File: config.mk
export PLATFORM = sky130hd
export DESIGN_NAME = fetch_top
export DESIGN_NICKNAME = d
export VERILOG_FILES = /design/src/fetch_pkg.sv /design/src/bmem_line_reader.sv /design/src/fetch_ctrl.sv /design/src/fetch_line_buffer.sv /design/src/fetch_top.sv /design/src/inst_queue.sv
export SDC_FILE = /design/constraint.sdc
export NUM_CORES = 1
export LEC_CHECK = 0
export BUFFER_PORTS_ARGS = -buffer_cell sky130_fd_sc_hd__buf_2
export CORE_MARGIN = 1.5
export CORE_UTILIZATION = 35
export CTS_CLUSTER_DIAMETER = 40
export DETAILED_ROUTE_END_ITERATION = 8
export GPL_TIMING_DRIVEN = 0
export PLACE_DENSITY = 0.53
export SYNTH_ARGS = -nofsm -noshare
export SYNTH_HDL_FRONTEND = slang
export SYNTH_HIERARCHICAL = 1
export SYNTH_SLANG_ARGS = --single-unit
File: constraint.sdc
create_clock -name clk -period 7.5 [get_ports clk]
set_clock_uncertainty 0.15 [all_clocks]
set_input_delay 0.75 -clock clk [delete_from_list [all_inputs] [get_ports clk]]
set_output_delay 0.75 -clock clk [all_outputs]
set_load 0.05 [all_outputs]
File: src/fetch_pkg.sv
package fetch_pkg;

    // line geometry
    localparam int BEATS_PER_LINE = 4;
    localparam int WORDS_PER_LINE = 8;

    // instruction queue size
    localparam int QUEUE_DEPTH = 8;

    // first fetch address after reset
    localparam logic [31:0] RESET_PC = 32'haaaaa000;

    // byte address and instruction word
    typedef logic [31:0] addr_t;
    typedef logic [31:0] inst_t;

    // sequence number given at dequeue
    typedef logic [31:0] order_t;

    // one burst beat and one full line
    typedef logic [63:0] beat_t;
    typedef logic [WORDS_PER_LINE*32-1:0] line_t;

    // addr[31:5] and addr[4:2]
    typedef logic [26:0] line_tag_t;
    typedef logic [2:0] word_sel_t;

    typedef enum logic [1:0] {
        FETCH_RUN,
        FETCH_MISS,
        FETCH_FILL
    } fetch_state_t;

endpackage

File: src/bmem_line_reader.sv
`timescale 1ns/1ps

module bmem_line_reader (
    input  logic             clk,
    input  logic             rst,

    input  logic             line_req_i,
    input  fetch_pkg::addr_t line_req_addr_i,

    output fetch_pkg::addr_t bmem_addr_o,
    output logic             bmem_read_o,
    input  logic             bmem_ready_i,
    input  fetch_pkg::addr_t bmem_raddr_i,
    input  fetch_pkg::beat_t bmem_rdata_i,
    input  logic             bmem_rvalid_i,

    output logic             busy_o,
    output logic             line_done_o,
    output fetch_pkg::line_t line_data_o,
    output fetch_pkg::addr_t line_addr_o
);

    import fetch_pkg::*;

    typedef logic [$clog2(BEATS_PER_LINE)-1:0] beat_idx_t;

    logic      pend_q;
    logic      out_q;
    logic      done_q;
    beat_idx_t beat_cnt_q;
    addr_t     req_addr_q;
    addr_t     line_addr_q;
    line_t     line_q;

    // strobe goes out only while memory is ready
    assign bmem_read_o = pend_q && bmem_ready_i;
    assign bmem_addr_o = req_addr_q;

    assign busy_o      = pend_q || out_q;
    assign line_done_o = done_q;
    assign line_data_o = line_q;
    assign line_addr_o = line_addr_q;

    always_ff @(posedge clk) begin
        if (rst) begin
            pend_q     <= 1'b0;
            out_q      <= 1'b0;
            done_q     <= 1'b0;
            beat_cnt_q <= '0;
        end else begin
            done_q <= 1'b0;
            if (line_req_i && !busy_o) begin
                pend_q <= 1'b1;
            end
            if (bmem_read_o) begin
                pend_q     <= 1'b0;
                out_q      <= 1'b1;
                beat_cnt_q <= '0;
            end
            if (out_q && bmem_rvalid_i) begin
                beat_cnt_q <= beat_cnt_q + 1'b1;
                // fourth beat closes the burst
                if (beat_cnt_q == beat_idx_t'(BEATS_PER_LINE - 1)) begin
                    out_q  <= 1'b0;
                    done_q <= 1'b1;
                end
            end
        end
    end

    // request address and line payload
    always_ff @(posedge clk) begin
        if (line_req_i && !busy_o) begin
            req_addr_q <= line_req_addr_i;
        end
        if (out_q && bmem_rvalid_i) begin
            line_q[beat_cnt_q*$bits(beat_t) +: $bits(beat_t)] <= bmem_rdata_i;
            line_addr_q <= bmem_raddr_i;
        end
    end

endmodule

File: src/fetch_ctrl.sv
`timescale 1ns/1ps

module fetch_ctrl (
    input  logic             clk,
    input  logic             rst,

    input  logic             redirect_i,
    input  fetch_pkg::addr_t redirect_pc_i,

    input  logic             hit_i,
    input  fetch_pkg::inst_t hit_word_i,
    output fetch_pkg::addr_t pc_o,

    output logic             line_req_o,
    output fetch_pkg::addr_t line_req_addr_o,
    input  logic             reader_busy_i,
    input  logic             line_done_i,

    output logic             push_o,
    output fetch_pkg::addr_t push_pc_o,
    output fetch_pkg::inst_t push_inst_o,
    input  logic             queue_full_i
);

    import fetch_pkg::*;

    fetch_state_t state_q;
    fetch_state_t state_d;
    addr_t        pc_q;
    addr_t        pc_d;

    always_comb begin
        state_d    = state_q;
        pc_d       = pc_q;
        push_o     = 1'b0;
        line_req_o = 1'b0;

        case (state_q)
            FETCH_RUN: begin
                if (redirect_i) begin
                    pc_d = redirect_pc_i;
                end else if (hit_i) begin
                    // hold pc while queue is full
                    if (!queue_full_i) begin
                        push_o = 1'b1;
                        pc_d   = pc_q + 32'd4;
                    end
                end else begin
                    state_d = FETCH_MISS;
                end
            end

            FETCH_MISS: begin
                if (redirect_i) begin
                    // nothing requested yet, retry from new pc
                    pc_d    = redirect_pc_i;
                    state_d = FETCH_RUN;
                end else if (!reader_busy_i) begin
                    line_req_o = 1'b1;
                    state_d    = FETCH_FILL;
                end
            end

            FETCH_FILL: begin
                // a fill in flight always runs to completion
                if (redirect_i) begin
                    pc_d = redirect_pc_i;
                end
                if (line_done_i) begin
                    state_d = FETCH_RUN;
                end
            end

            default: begin
                state_d = FETCH_RUN;
            end
        endcase
    end

    always_ff @(posedge clk) begin
        if (rst) begin
            state_q <= FETCH_RUN;
            pc_q    <= RESET_PC;
        end else begin
            state_q <= state_d;
            pc_q    <= pc_d;
        end
    end

    assign pc_o = pc_q;

    // line aligned request
    assign line_req_addr_o = {pc_q[31:5], 5'b0};

    assign push_pc_o   = pc_q;
    assign push_inst_o = hit_word_i;

endmodule

File: src/fetch_line_buffer.sv
`timescale 1ns/1ps

module fetch_line_buffer (
    input  logic             clk,
    input  logic             rst,

    input  logic             fill_i,
    input  fetch_pkg::line_t fill_data_i,
    input  fetch_pkg::addr_t fill_addr_i,

    input  fetch_pkg::addr_t pc_i,
    output logic             hit_o,
    output fetch_pkg::inst_t hit_word_o
);

    import fetch_pkg::*;

    logic      valid_q;
    line_tag_t tag_q;
    line_t     data_q;

    line_tag_t pc_tag;
    word_sel_t pc_word;

    assign pc_tag  = pc_i[31:5];
    assign pc_word = pc_i[4:2];

    // valid bit alone marks an empty buffer
    always_ff @(posedge clk) begin
        if (rst) begin
            valid_q <= 1'b0;
        end else if (fill_i) begin
            valid_q <= 1'b1;
        end
    end

    always_ff @(posedge clk) begin
        if (fill_i) begin
            tag_q  <= fill_addr_i[31:5];
            data_q <= fill_data_i;
        end
    end

    assign hit_o      = valid_q && (tag_q == pc_tag);
    assign hit_word_o = data_q[pc_word*$bits(inst_t) +: $bits(inst_t)];

endmodule

File: src/fetch_top.sv
`timescale 1ns/1ps

module fetch_top (
    input  logic              clk,
    input  logic              rst,

    output fetch_pkg::addr_t  bmem_addr_o,
    output logic              bmem_read_o,
    input  logic              bmem_ready_i,
    input  fetch_pkg::addr_t  bmem_raddr_i,
    input  fetch_pkg::beat_t  bmem_rdata_i,
    input  logic              bmem_rvalid_i,

    input  logic              redirect_i,
    input  fetch_pkg::addr_t  redirect_pc_i,

    output logic              inst_valid_o,
    output fetch_pkg::inst_t  inst_o,
    output fetch_pkg::addr_t  inst_pc_o,
    output fetch_pkg::order_t inst_order_o,
    input  logic              inst_take_i
);

    import fetch_pkg::*;

    // reader side
    logic  line_req;
    addr_t line_req_addr;
    logic  reader_busy;
    logic  line_done;
    line_t line_data;
    addr_t line_addr;

    // line buffer lookup
    addr_t pc;
    logic  line_hit;
    inst_t hit_word;

    // queue write side
    logic  push;
    addr_t push_pc;
    inst_t push_inst;
    logic  queue_full;

    bmem_line_reader i_reader (
        .clk             (clk),
        .rst             (rst),
        .line_req_i      (line_req),
        .line_req_addr_i (line_req_addr),
        .bmem_addr_o     (bmem_addr_o),
        .bmem_read_o     (bmem_read_o),
        .bmem_ready_i    (bmem_ready_i),
        .bmem_raddr_i    (bmem_raddr_i),
        .bmem_rdata_i    (bmem_rdata_i),
        .bmem_rvalid_i   (bmem_rvalid_i),
        .busy_o          (reader_busy),
        .line_done_o     (line_done),
        .line_data_o     (line_data),
        .line_addr_o     (line_addr)
    );

    fetch_line_buffer i_line_buffer (
        .clk         (clk),
        .rst         (rst),
        .fill_i      (line_done),
        .fill_data_i (line_data),
        .fill_addr_i (line_addr),
        .pc_i        (pc),
        .hit_o       (line_hit),
        .hit_word_o  (hit_word)
    );

    fetch_ctrl i_ctrl (
        .clk             (clk),
        .rst             (rst),
        .redirect_i      (redirect_i),
        .redirect_pc_i   (redirect_pc_i),
        .hit_i           (line_hit),
        .hit_word_i      (hit_word),
        .pc_o            (pc),
        .line_req_o      (line_req),
        .line_req_addr_o (line_req_addr),
        .reader_busy_i   (reader_busy),
        .line_done_i     (line_done),
        .push_o          (push),
        .push_pc_o       (push_pc),
        .push_inst_o     (push_inst),
        .queue_full_i    (queue_full)
    );

    inst_queue i_queue (
        .clk         (clk),
        .rst         (rst),
        .flush_i     (redirect_i),
        .push_i      (push),
        .push_pc_i   (push_pc),
        .push_inst_i (push_inst),
        .full_o      (queue_full),
        .take_i      (inst_take_i),
        .valid_o     (inst_valid_o),
        .inst_o      (inst_o),
        .pc_o        (inst_pc_o),
        .order_o     (inst_order_o)
    );

endmodule

File: src/inst_queue.sv
`timescale 1ns/1ps

module inst_queue (
    input  logic              clk,
    input  logic              rst,

    input  logic              flush_i,

    input  logic              push_i,
    input  fetch_pkg::addr_t  push_pc_i,
    input  fetch_pkg::inst_t  push_inst_i,
    output logic              full_o,

    input  logic              take_i,
    output logic              valid_o,
    output fetch_pkg::inst_t  inst_o,
    output fetch_pkg::addr_t  pc_o,
    output fetch_pkg::order_t order_o
);

    import fetch_pkg::*;

    addr_t  pc_mem   [QUEUE_DEPTH];
    inst_t  inst_mem [QUEUE_DEPTH];

    logic [$clog2(QUEUE_DEPTH)-1:0] wr_ptr_q;
    logic [$clog2(QUEUE_DEPTH)-1:0] rd_ptr_q;
    logic [$clog2(QUEUE_DEPTH):0]   count_q;
    order_t                         order_q;

    logic do_push;
    logic do_take;

    assign full_o  = (count_q == QUEUE_DEPTH);
    assign valid_o = (count_q != '0);

    assign do_push = push_i && !full_o;
    assign do_take = take_i && valid_o;

    always_ff @(posedge clk) begin
        if (do_push) begin
            pc_mem[wr_ptr_q]   <= push_pc_i;
            inst_mem[wr_ptr_q] <= push_inst_i;
        end
    end

    always_ff @(posedge clk) begin
        if (rst || flush_i) begin
            wr_ptr_q <= '0;
            rd_ptr_q <= '0;
            count_q  <= '0;
        end else begin
            if (do_push) begin
                wr_ptr_q <= wr_ptr_q + 1'b1;
            end
            if (do_take) begin
                rd_ptr_q <= rd_ptr_q + 1'b1;
            end
            if (do_push && !do_take) begin
                count_q <= count_q + 1'b1;
            end else if (do_take && !do_push) begin
                count_q <= count_q - 1'b1;
            end
        end
    end

    // numbers advance only on dequeue, flush leaves them alone
    always_ff @(posedge clk) begin
        if (rst) begin
            order_q <= '0;
        end else if (do_take) begin
            order_q <= order_q + 32'd1;
        end
    end

    assign inst_o  = inst_mem[rd_ptr_q];
    assign pc_o    = pc_mem[rd_ptr_q];
    assign order_o = order_q;

endmodule

# Word-level counts from Yosys, hierarchy flattened
# Memories as Yosys holds them, arrays and structs flattened. A register that Yosys moved wholly into a read port is not among the register bits.
# Index checks and enable logic that the tools add are counted.
# W data, S select, Z words.
[op_classes]
add_sub_neg = 8
eq_ne = 12
n_shift = 3
mux = 33
bitwise = 1
reduce_logical = 24
[ops]
columns = ["operator", "count"]
rows = [
  ["$bwmux W256", 1],
  ["$shift A64 B34 Y256 const A", 1],
  ["$shiftx A256 B9 Y32", 1],
  ["$shiftx A64 B34 Y256", 1],
  ["$mux W32", 4],
  ["$pmux W32 S2", 1],
  ["$neg A8 Y34", 1],
  ["$add A32 B1 Y32 const B", 1],
  ["$add A32 B3 Y32 const B", 1],
  ["$eq A27 B27 Y1", 1],
  ["$mux W2", 7],
  ["$mux W1", 13],
  ["$mux W3", 4],
  ["$logic_and A1 B1 Y1", 8],
  ["$mux W4", 2],
  ["$reduce_and A4 Y1", 2],
  ["$add A3 B1 Y3 const B", 2],
  ["$ne A2 B2 Y1 const B", 3],
  ["$ne A3 B3 Y1 const B", 2],
  ["$pmux W2 S3", 1],
  ["$reduce_bool A2 Y1", 3],
  ["$reduce_or A2 Y1", 3],
  ["$add A4 B1 Y4 const B", 1],
  ["$eq A2 B2 Y1 const B", 2],
  ["other kinds (11)", 15],
]
[totals]
register_bits = 680
ram_bits = 512
input_bits = 134
output_inout_bits = 130
word_cells = 99
memories = 2
[memory_table]
columns = ["memory", "words", "word_bits", "read_ports", "rd_ports_with_merged_regs", "write_ports", "line", "source"]
rows = [
  ["i_queue.inst_mem", 8, 32, 1, 1, 1, "inst_queue.sv:24", "inst_t inst_mem [QUEUE_DEPTH];"],
  ["i_queue.pc_mem", 8, 32, 1, 1, 1, "inst_queue.sv:23", "addr_t pc_mem [QUEUE_DEPTH];"],
]

# Depth between registers and ports, before layout
# Gate-level depths: netlist (run 1).
[logic_depth]
word_depth = 10
depth_mapped = 15
mapped_depth_nobuf = 13

# Modules after synthesis
# Netlist (run 1), hierarchy kept.
[by_module_without_submodules]
columns = ["module", "instances", "cells_each", "area_per_inst_um2", "seq_area_each_um2"]
rows = [
  ["inst_queue", 1, 999, 21380.5, 16275.6],
  ["bmem_line_reader", 1, 640, 11725.0, 9709.3],
  ["fetch_line_buffer", 1, 436, 10899.2, 8518.2],
  ["fetch_ctrl", 1, 390, 2926.6, 680.7],
]

# Worst setup path after synthesis (run 1)
# No wires, ideal clock.
[synth_timing]
kind = "reg2reg"
start = "register i_reader.done_q, in the netlist i_reader/line_done_o"
end = "register i_ctrl.state_q[1]"
arrival_time_ns = 7.282
path_slack_ns = -0.060
stages_incl_launch_ff = 6
cell_sequence = "dfxtp_1 > nor2b_1 > a21oi_1 > nand2_1 > a32oi_1 > nor2_1"
[synth_via]
elab_chain_cells = 2
[synth_rtl]
columns = ["item", "line", "source"]
rows = [
  ["start, declared", "bmem_line_reader.sv:29", "logic done_q;"],
  ["start signal, assigned", "bmem_line_reader.sv:48", "done_q <= 1'b0;"],
  ["start signal, assigned", "bmem_line_reader.sv:51", "done_q <= 1'b0;"],
  ["start signal, assigned", "bmem_line_reader.sv:65", "done_q <= 1'b1;"],
  ["$ne A2 B2 Y1 (no source line)", "n/a", ""],
  ["$reduce_and A4 Y1 (no source line)", "n/a", ""],
  ["end signal, assigned", "fetch_ctrl.sv:85", "state_q <= state_d;"],
  ["end, declared", "fetch_ctrl.sv:27", "fetch_state_t state_q;"],
]
# Every way passes these cells.
# A chain may end at the register's enable or synchronous reset.

# Worst setup path in the final report (run 1)
[layout_timing]
start = "register i_ctrl.pc_q[6], in the netlist i_ctrl/pc_o[6]"
end = "memory i_queue/pc_mem[6][7] (netlist bit) (enable)"
[layout_via]
elab_chain_cells = 8
[layout_rtl]
columns = ["item", "line", "source"]
rows = [
  ["start, declared", "fetch_ctrl.sv:29", "addr_t pc_q;"],
  ["start signal, assigned", "fetch_ctrl.sv:86", "pc_q <= pc_d;"],
  ["$eq A27 B27 Y1", "fetch_line_buffer.sv:44", "assign hit_o = valid_q && (tag_q == pc_tag);"],
  ["$logic_and A1 B1 Y1", "fetch_line_buffer.sv:44", ""],
  ["net line_hit", "fetch_top.sv:36", "logic line_hit;"],
  ["$mux W1", "fetch_ctrl.sv:42", "end else if (hit_i) begin"],
  ["$mux W1", "fetch_ctrl.sv:40", "if (redirect_i) begin"],
  ["$mux W1", "fetch_ctrl.sv:38", "case (state_q)"],
  ["net push", "fetch_top.sv:40", "logic push;"],
  ["$logic_and A1 B1 Y1", "inst_queue.sv:37", "assign do_push = push_i && !full_o;"],
  ["net i_queue.do_push", "inst_queue.sv:31", "logic do_push;"],
  ["$mux W1", "inst_queue.sv:41", "if (do_push) begin"],
  ["$mux W1 (not written as such)", "inst_queue.sv:42", "pc_mem[wr_ptr_q] <= push_pc_i;"],
  ["end, declared", "inst_queue.sv:23", ""],
]
# The timed path passes the listed nets, and every way through them passes these cells.

==> metrics.yaml, run 1 <==
clock_latency_ns: 0.80
ios: 264
seqCellArea_um2: 35000
path_class: "flip-flop to flip-flop"
fmax_ghz: 0.180
fin_util: 0.434
crit_arrival_ns: 5.88
timing.hold.ws_ns: 0.0682
cts_resized: 0
cts_tree: "done"
portBuffers: 258
postSynthAreaPerCell_um2: 19.0
clock-sinks: 1195
drt_iter0_drc: 1999
dieArea_um2: 136000
grtUsageTotal: 0.169
path_clk_slew_ns: 0.06
gp_congestion: 0.853
drv_slew: 0
required_ns: 7.81
period_minus_slack_ns: 5.57
cts_root_buffer: "clkbuf_16"
grt_pass1_vias: 24800
grt_setup_unrepaired: "no"
cts_setup_buffers: 0
wirelength_um: 115000
final.fill_count: 11600
vias: 24000
area_growth_pct: 22.6
worstHoldPathType: "input pin to flip-flop"
finalCritPeriodShare: 0.743
drv_cap: 0
cp-start-kind: "flip-flop"
drive_gt1_frac: 0.329
die-width_um: 369
drc: 0
grt_max_degree: 73
critPathMaxFanout: 23
core_area_um2: 132000
syn_area_um2: 46800
h-tree-depth: 4
worst_pin_slew_ns: 1.24
hold_viol_final: 0
p_leak_uw: 0.0181
avgViaCountPerCell: 4.94
fp-row-count: 133
rrSetupSlack_ns: 1.93
worst_hold_path.num_cells: 3
ant_nets: 0
netlist_instances: 2460
reg2regPathDepth: 12
cp-end-kind: "flip-flop"
fin_nets: 3106
wl_per_cell_um: 23.7
cts_made_buffers: 165
grt_pass1_wl_um: 166000
finalPower_uw: 16000
powerDensity_nw_per_um2: 280
yosysWarnings: 6
die_y_um: 369
finalSetupViolations: 0
hold_buffers: 27
grt_overflow: 0
clk_path_buf_depth: 3
antenna_found_initial: 27
initial_utilization: 0.354
dr.pass1.iters: 6
multi_input_area_um2: 10500
status: "finished clean"
peakVddDrop_mv: 0.221
maxSlewHeadroom: 0.176
hpwl_um: 75600
final timing paths:
path | endpoint | startpoint
setup / recovery | i_queue/pc_mem[6][7]$_DFFE_PP_ | i_ctrl/pc_o[6]$_SDFFE_PP0P_
hold / removal | i_ctrl/pc_o[1]$_SDFFE_PP0P_ | redirect_pc_i[1]
setup reg to reg | i_queue/pc_mem[6][7]$_DFFE_PP_ | i_ctrl/pc_o[6]$_SDFFE_PP0P_
hold reg to reg | i_line_buffer/tag_q[25]$_DFFE_PP_ | i_reader/line_addr_o[30]$_DFFE_PP_
per-stage QoR:
stage,cell area [µm²],std cells,setup slack (ns),TNS (ns)
after global routing,57400,4854,1.73,0
after detailed placement,51300,4515,1.95,0
after floorplan,46800,2464,1.67,0
after global placement,50300,4477,-2.86,-1347.24
after CTS,57400,4852,1.94,0
final,57400,4856,1.93,0
flip-flops by register name, indices dropped and copies added (netlist names), named ones only:
signal                 count
i_line_buffer/tag_q       27
i_reader/bmem_addr_o      32
i_reader/line_addr_o      27
i_queue/pc_mem           256
i_queue/wr_ptr_q           3
i_queue/rd_ptr_q           3
i_reader/line_done_o       1
i_ctrl/state_q             2
i_queue/inst_mem         256
i_queue/order_o           32
i_reader/pend_q            1
i_queue/count_q            4
i_reader/out_q             1
i_reader/line_data_o     256
i_line_buffer/data_q     256
i_reader/beat_cnt_q        2
i_ctrl/pc_o               32
i_line_buffer/valid_q      1
report_power, final:
group          switching (µW)  total [µW]  internal (µW)
clock                    3120        8010           4900
combinational             370         638            268
sequential               57.1        7400           7340
total                    3550       16000          12500
cell usage in the layout (no fill, tap or decap), types with 9 or more instances in the layout:
cell,count
bufinv_16,19
nand4_1,23
nand3_1,29
buf_12,15
clkbuf_2,13
nor2_1,68
or4_1,12
nand2_1,46
buf_6,12
ha_1,17
nor3_1,11
clkinv_1,11
xnor2_1,33
inv_6,15
clkinv_2,17
buf_16,19
buf_4,96
mux2_2,107
a21oi_1,36
and4_1,9
edfxtp_1,1110
dfxtp_1,84
clkinvlp_4,21
buf_2,290
dlygate4sd3_1,27
clkinv_4,16
clkbuf_16,166
and2_1,262
clkbuf_1,73
o31ai_1,13
mux4_1,40
xor2_1,9
o21ai_0,22
mux4_2,152
inv_1,12
nor4_1,13
nor2b_1,16
critical path, cell delays in order (launching register included):
cell and delay (ns):
dfxtp_1 0.68, buf_4 0.21, xnor2_1 0.11, nand4_1 0.18
or4_1 0.50, nor4_1 0.85, nor4bb_1 0.52, and2_1 0.19
clkbuf_1 0.23, nand2b_1 0.30, nor2_4 0.76, buf_12 0.29
buf_12 0.24
cell type report:
cell class,count,area share
Clock buffer,190,0.0752
Sequential cell,1195,0.611
Inverter,12,0.000785
Timing Repair Buffer,323,0.0424
Multi-Input combinational cell,1045,0.184
Buffer,212,0.0223
Clock inverter,120,0.0264
Antenna cell,4,0.000174
Tap cell,1755,0.0383
metal layers:
metal | track usage | vias up | wire length [µm]
met1 | 0.213 | 12300 | 48000
met2 | 0.287 | 678 | 57700
met5 | 0 | - | 143
li1 | - | 10700 | -
met3 | 0.0396 | 249 | 5800
met4 | 0.0556 | 20 | 3360
No activity file was read; power rests on OpenSTA's default activity.
==> inputs of run 2 (changes only) <==
Clock period 7.5 ns to 4.75 ns, I/O delays scaled along.
==> metrics.yaml, run 2 (synthesis results as in run 1) <==
fin_nets: 3206  # was 3106
maxSlewHeadroom: 0.221  # was 0.176
gp_congestion: 0.835  # was 0.853
drv_slew: 0  # unchanged
die-width_um: 369  # unchanged
clk_path_buf_depth: 3  # unchanged
seq_power_share: 0.477  # was 0.461
power_frac_comb: 0.044  # was 0.040
final.fill_count: 11500  # was 11.6k
clock_power_share: 0.479  # was 0.499
grt_pass1_wl_um: 167000  # was 166000 µm
dr.pass1.iters: 5  # was 6
avgViaCountPerCell: 4.91  # was 4.94
setup_tns_ns: 0  # unchanged
stdcell_count: 4952  # was 4856
cts_tree: "done"  # unchanged
grt_overflow: 0  # unchanged
switching_power_uw: 5380  # was 3550 µW
required_ns: 5.24  # was 7.81 ns
period_minus_slack_ns: 4.61  # was 5.57 ns
placed_cells: 4515  # unchanged
vias: 24300  # was 24.0k
area_growth_pct: 23.8  # was 22.6%
wl_per_cell_um: 23.3  # was 23.7 µm
worst_pin_slew_ns: 1.17  # was 1.24 ns
fin_util: 0.438  # was 0.434
worst_hold_startpoint: "redirect_i"  # was redirect_pc_i[1]
path_clk_slew_ns: 0.06  # about the same
dieArea_um2: 136000  # unchanged
finalCritPeriodShare: 0.970  # was 0.743
r2r-end: "i_queue/count_q[3]$_SDFFE_PP0P_"  # was i_queue/pc_mem[6][7]$_DFFE_PP_
grt_pass1_vias: 25200  # was 24.8k
final_cell_mix: "edfxtp_1 (1110), buf_2 (290), and2_1 (262)"  # unchanged
ios: 264  # unchanged
layout.cells.most_common: "edfxtp_1"  # unchanged
reg2regPathDepth: 15  # was 12
portBuffers: 258  # unchanged
p_sw_frac: 0.220  # was 0.221
cp-start-kind: "flip-flop"  # unchanged
p_leak_uw: 0.0183  # was 0.0181 µW
ant_nets: 0  # unchanged
worstHoldPathType: "input pin to flip-flop"  # unchanged
reg2reg_from: "i_ctrl/pc_o[25]$_SDFFE_PP1P_"  # was i_ctrl/pc_o[6]$_SDFFE_PP0P_
drive_gt1_frac: 0.318  # was 0.329
drt_iter0_drc: 2126  # was 1999
powerDensity_nw_per_um2: 423  # was 280 nW/µm²
grt_max_degree: 75  # was 73
antenna_found_initial: 19  # was 27
timing.hold.ws_ns: 0.0779  # was 0.0682 ns
status: "finished clean"  # unchanged
path_class: "flip-flop to flip-flop"  # unchanged
critPathMaxFanout: 9  # was 23
clock_latency_ns: 0.78  # was 0.80 ns
fp-row-count: 133  # unchanged
finalSetupViolations: 0  # unchanged
cts_root_buffer: "clkbuf_16"  # unchanged
wirelength_um: 116000  # was 115000 µm
cp-end-kind: "flip-flop"  # unchanged
hpwl_um: 75300  # was 75600 µm
die_y_um: 369  # unchanged
grtUsageTotal: 0.170  # was 0.169
p_int_uw: 19100  # was 12500 µW
hold_end: "i_ctrl/state_q[1]$_SDFFE_PP0P_"  # was i_ctrl/pc_o[1]$_SDFFE_PP0P_
crit_arrival_ns: 5.10  # was 5.88 ns
drv_cap: 0  # unchanged
fmax_ghz: 0.217  # was 0.180 GHz
peakVddDrop_mv: 0.317  # was 0.221 mV
h-tree-depth: 4  # unchanged
initial_utilization: 0.354  # unchanged
hold_viol_final: 0  # unchanged
clock-sinks: 1195  # unchanged
worst_hold_path.num_cells: 4  # was 3
core_area_um2: 132000  # unchanged
drc: 0  # unchanged
cts_made_buffers: 157  # was 165
rrSetupSlack_ns: 0.14  # was 1.93 ns
-- run 2: cell types whose count changed in the layout (fill, tap and decap cells not counted), moves of 4 or more --
cell,delta
buf_16,-4
buf_4,+7
bufinv_16,-6
clkbuf_16,-7
clkinv_1,+10
clkinvlp_4,-7
dfxtp_1,-9
dfxtp_2,+9
diode_2,+6
dlygate4sd3_1,+98
-- run 2: per-stage QoR --
stage	total power (µW)	worst slack, ns	area [µm²]
after floorplan	12500	-1.11	46800
after CTS	24800	0.0165	57900
after global routing	25300	-0.0354	57900
final	24500	0.141	57900
after detailed placement	12900	-0.575	51200
after global placement	12900	-5.48	50300
-- run 2: critical path: stages, from the launching register on --
cell and delay [ns]:
dfxtp_1 0.53, buf_4 0.18, xnor2_1 0.13, nand4_1 0.10, or4_1 0.58, nor4_4 0.37
nor4bb_2 0.45, and2_1 0.18, clkbuf_1 0.23, ha_1 0.22, inv_1 0.10, ha_1 0.30
a21o_1 0.18, a21oi_1 0.18, mux2i_1 0.23, mux2_2 0.35
-- run 2: how the worst max path moves through the flow --
stage	to	from	slack (ns)
6_report	i_queue/count_q[3]$_SDFFE_PP0P_	i_ctrl/pc_o[25]$_SDFFE_PP1P_	0.14
5_1_grt	i_queue/count_q[3]$_SDFFE_PP0P_	i_ctrl/pc_o[25]$_SDFFE_PP1P_	-0.04
4_1_cts	i_queue/inst_mem[7][28]$_DFFE_PP_	i_ctrl/pc_o[14]$_SDFFE_PP0P_	0.02
3_5_place_dp	i_queue/pc_mem[0][11]$_DFFE_PP_	i_ctrl/pc_o[6]$_SDFFE_PP0P_	-0.57
3_3_place_gp	i_queue/inst_mem[6][30]$_DFFE_PP_	i_ctrl/pc_o[6]$_SDFFE_PP0P_	-5.48
2_1_floorplan	i_queue/inst_mem[2][0]$_DFFE_PP_	i_ctrl/pc_o[9]$_SDFFE_PP0P_	-1.11
-- run 2: area by class of cell --
cell class                 count  area [µm²]  share of cell area
antenna                       10        25.0            0.000432
multi-input combinational   1047       10600               0.182
tap                         1755        2200              0.0379
buffer                       212        1280              0.0221
sequential                  1195       35000               0.605
clock inverter               114        1230              0.0213
clock buffer                 178        4090              0.0706
inverter                      12        45.0            0.000778
timing repair buffer         429        3430              0.0593
-- run 2: repair_timing --
item                       CTS  global route
hold endpoints to repair   319             0
gates resized for setup      9             4
pin swaps                    3             2
setup endpoints to repair  479           123
gates cloned                 1             1
hold buffers               125             0
buffers inserted             5             3
-- run 2: power groups by stage --
stage	Sequential, µW	Clock [µW]	Combinational [µW]
detailed placement	11900	0	996
global route	11700	12400	1170
global placement	11900	0	965
CTS	11700	12000	1090
floorplan	11900	0	599
finish	11700	11700	1080
-- run 2: per-layer routing --
layer / GRT usage / part of all wire / routed length, µm / up-vias
li1: - / - / - / 10900
met1: 0.210 / 0.40 / 46500 / 12500
met2: 0.289 / 0.50 / 58100 / 737
met3: 0.0387 / 0.059 / 6760 / 231
met4: 0.0676 / 0.036 / 4150 / 8
met5: 0 / 0.00042 / 49 / -
==> inputs of run 3 (changes only) <==
Settings changed: GPL_TIMING_DRIVEN 0 to not set.
==> metrics.yaml, run 3 (synthesis results as in run 1) <==
status: "finished clean"  # unchanged
path_class: "flip-flop to flip-flop"  # unchanged
hold_viol_final: 0  # unchanged
multi_input_area_um2: 10500  # was 10600 µm²
powerDensity_nw_per_um2: 434  # was 423 nW/µm²
finalPower_uw: 24500  # about the same
cp-start-kind: "flip-flop"  # unchanged
dr.pass1.iters: 5  # unchanged
die_y_um: 369  # unchanged
core_area_um2: 132000  # unchanged
area_growth_pct: 21.0  # was 23.8%
clock_latency_ns: 0.78  # about the same
fmax_ghz: 0.221  # was 0.217 GHz
antenna_found_initial: 11  # was 19
cts_setup_buffers: 0  # was 5
worst_pin_slew_ns: 1.05  # was 1.17 ns
drc: 0  # unchanged
fin_nets: 3022  # was 3206
cts_made_buffers: 157  # unchanged
drv_slew: 0  # unchanged
use_met2: 0.261  # was 0.289
crit_arrival_ns: 4.99  # was 5.10 ns
hpwl_um: 62300  # was 75300 µm
finalSetupViolations: 0  # unchanged
use_met3: 0.0325  # was 0.0387
layout.cells.most_common: "edfxtp_1"  # unchanged
wirelength_um: 103000  # was 116000 µm
ant_nets: 0  # unchanged
gr-max-usage-layer: "met2"  # unchanged
critPathLaunch: "i_ctrl/pc_o[23]$_SDFFE_PP1P_"  # was i_ctrl/pc_o[25]$_SDFFE_PP1P_
initial_utilization: 0.354  # unchanged
use_met1: 0.190  # was 0.210
reg2reg_from: "i_ctrl/pc_o[23]$_SDFFE_PP1P_"  # was i_ctrl/pc_o[25]$_SDFFE_PP1P_
clock-sinks: 1195  # unchanged
drv_cap: 0  # unchanged
worst_hold_startpoint: "redirect_i"  # unchanged
grt_setup_unrepaired: "no"
fp-row-count: 133  # unchanged
wl_per_cell_um: 21.7  # was 23.3 µm
die-width_um: 369  # unchanged
drive_gt1_frac: 0.295  # was 0.318
avgViaCountPerCell: 4.88  # was 4.91
grt_max_degree: 104  # was 75
grtUsageTotal: 0.152  # was 0.170
h-tree-depth: 4  # unchanged
worstHoldPathType: "input pin to flip-flop"  # unchanged
cp-end-kind: "flip-flop"  # unchanged
path_clk_slew_ns: 0.06  # about the same
p_leak_uw: 0.0176  # was 0.0183 µW
gp_congestion: 0.834  # was 0.835
grt_pass1_vias: 24700  # was 25.2k
grt_overflow: 0  # unchanged
clk_path_buf_depth: 3  # unchanged
final_cell_mix: "edfxtp_1 (1110), and2_1 (263), buf_2 (258)"  # was edfxtp_1 (1110), buf_2 (290), and2_1 (262)
critPathMaxFanout: 14  # was 9
cts_tree: "done"  # unchanged
vias: 23200  # was 24.3k
timing.hold.ws_ns: 0.118  # was 0.0779 ns
required_ns: 5.21  # was 5.24 ns
cts_root_buffer: "clkbuf_16"  # unchanged
portBuffers: 258  # unchanged
grt_pass1_wl_um: 154000  # was 167000 µm
period_minus_slack_ns: 4.53  # was 4.61 ns
drt_iter0_drc: 1547  # was 2126
final.fill_count: 11500  # about the same
ios: 264  # unchanged
seqCellArea_um2: 35100  # was 35000 µm²
dieArea_um2: 136000  # unchanged
finalCritPeriodShare: 0.954  # was 0.970
peakVddDrop_mv: 0.330  # was 0.317 mV
maxSlewHeadroom: 0.297  # was 0.221
[run 3: what timing repair did]
item / CTS / global route
hold buffers: 125 / 0
endpoints found under the setup margin: 0 / 1
endpoints found under the hold margin: 319 / 0
resized for setup: 0 / 1
[run 3: path summary, 6_finish.rpt]
check,to,slack (ns),cells after the start
worst max-delay path,i_queue/count_q[3]$_SDFFE_PP0P_,0.22,14
worst min-delay path,i_ctrl/pc_o[28]$_SDFFE_PP0P_,0.12,3
worst max register to register,i_queue/count_q[3]$_SDFFE_PP0P_,0.22,14
worst min register to register,i_line_buffer/data_q[238]$_DFFE_PP_,0.25,0
[run 3: per-stage QoR]
step	util	instance area, µm²	std cells	setup WS (ns)	TNS (ns)
final	0.428	56600	4758	0.220	0
after global routing	0.428	56600	4755	0.115	0
after CTS	0.428	56600	4753	0.211	0
after detailed placement	0.378	49900	4341	0.295	0
after global placement	0.378	49900	4341	0.343	0
after floorplan	-	46800	2464	-1.11	-403.39
[run 3: layout make-up]
class | instances | share of cell area
Sequential cell | 1195 | 0.619
Multi-Input combinational cell | 1045 | 0.186
Clock buffer | 184 | 0.0740
Timing Repair Buffer | 459 | 0.0594
Tap cell | 1755 | 0.0388
Clock inverter | 103 | 0.0214
Inverter | 12 | 0.000796
Antenna cell | 5 | 0.000221
[run 3: metal layers]
metal	wire length, µm	vias up
met2	52300	555
met1	43300	12000
met5	87	-
met3	4690	191
met4	2600	12
li1	-	10500
[run 3: report_power, final]
group	internal [µW]	total (µW)	switching, µW
combinational	378	941	563
clock	7350	11900	4590
sequential	11600	11700	79.0
total	19300	24500	5230
[run 3: critical path: stages (launching register included)]
cell and delay [ns]:
dfxtp_2 0.47, xnor2_1 0.17, nand4_1 0.15, or4_1 0.53
nor4_1 0.46, buf_4 0.24, nor4bb_1 0.39, and2_1 0.22
ha_1 0.17, inv_1 0.10, ha_1 0.29, a21o_1 0.19
a21oi_1 0.22, mux2i_1 0.26, mux2_2 0.35
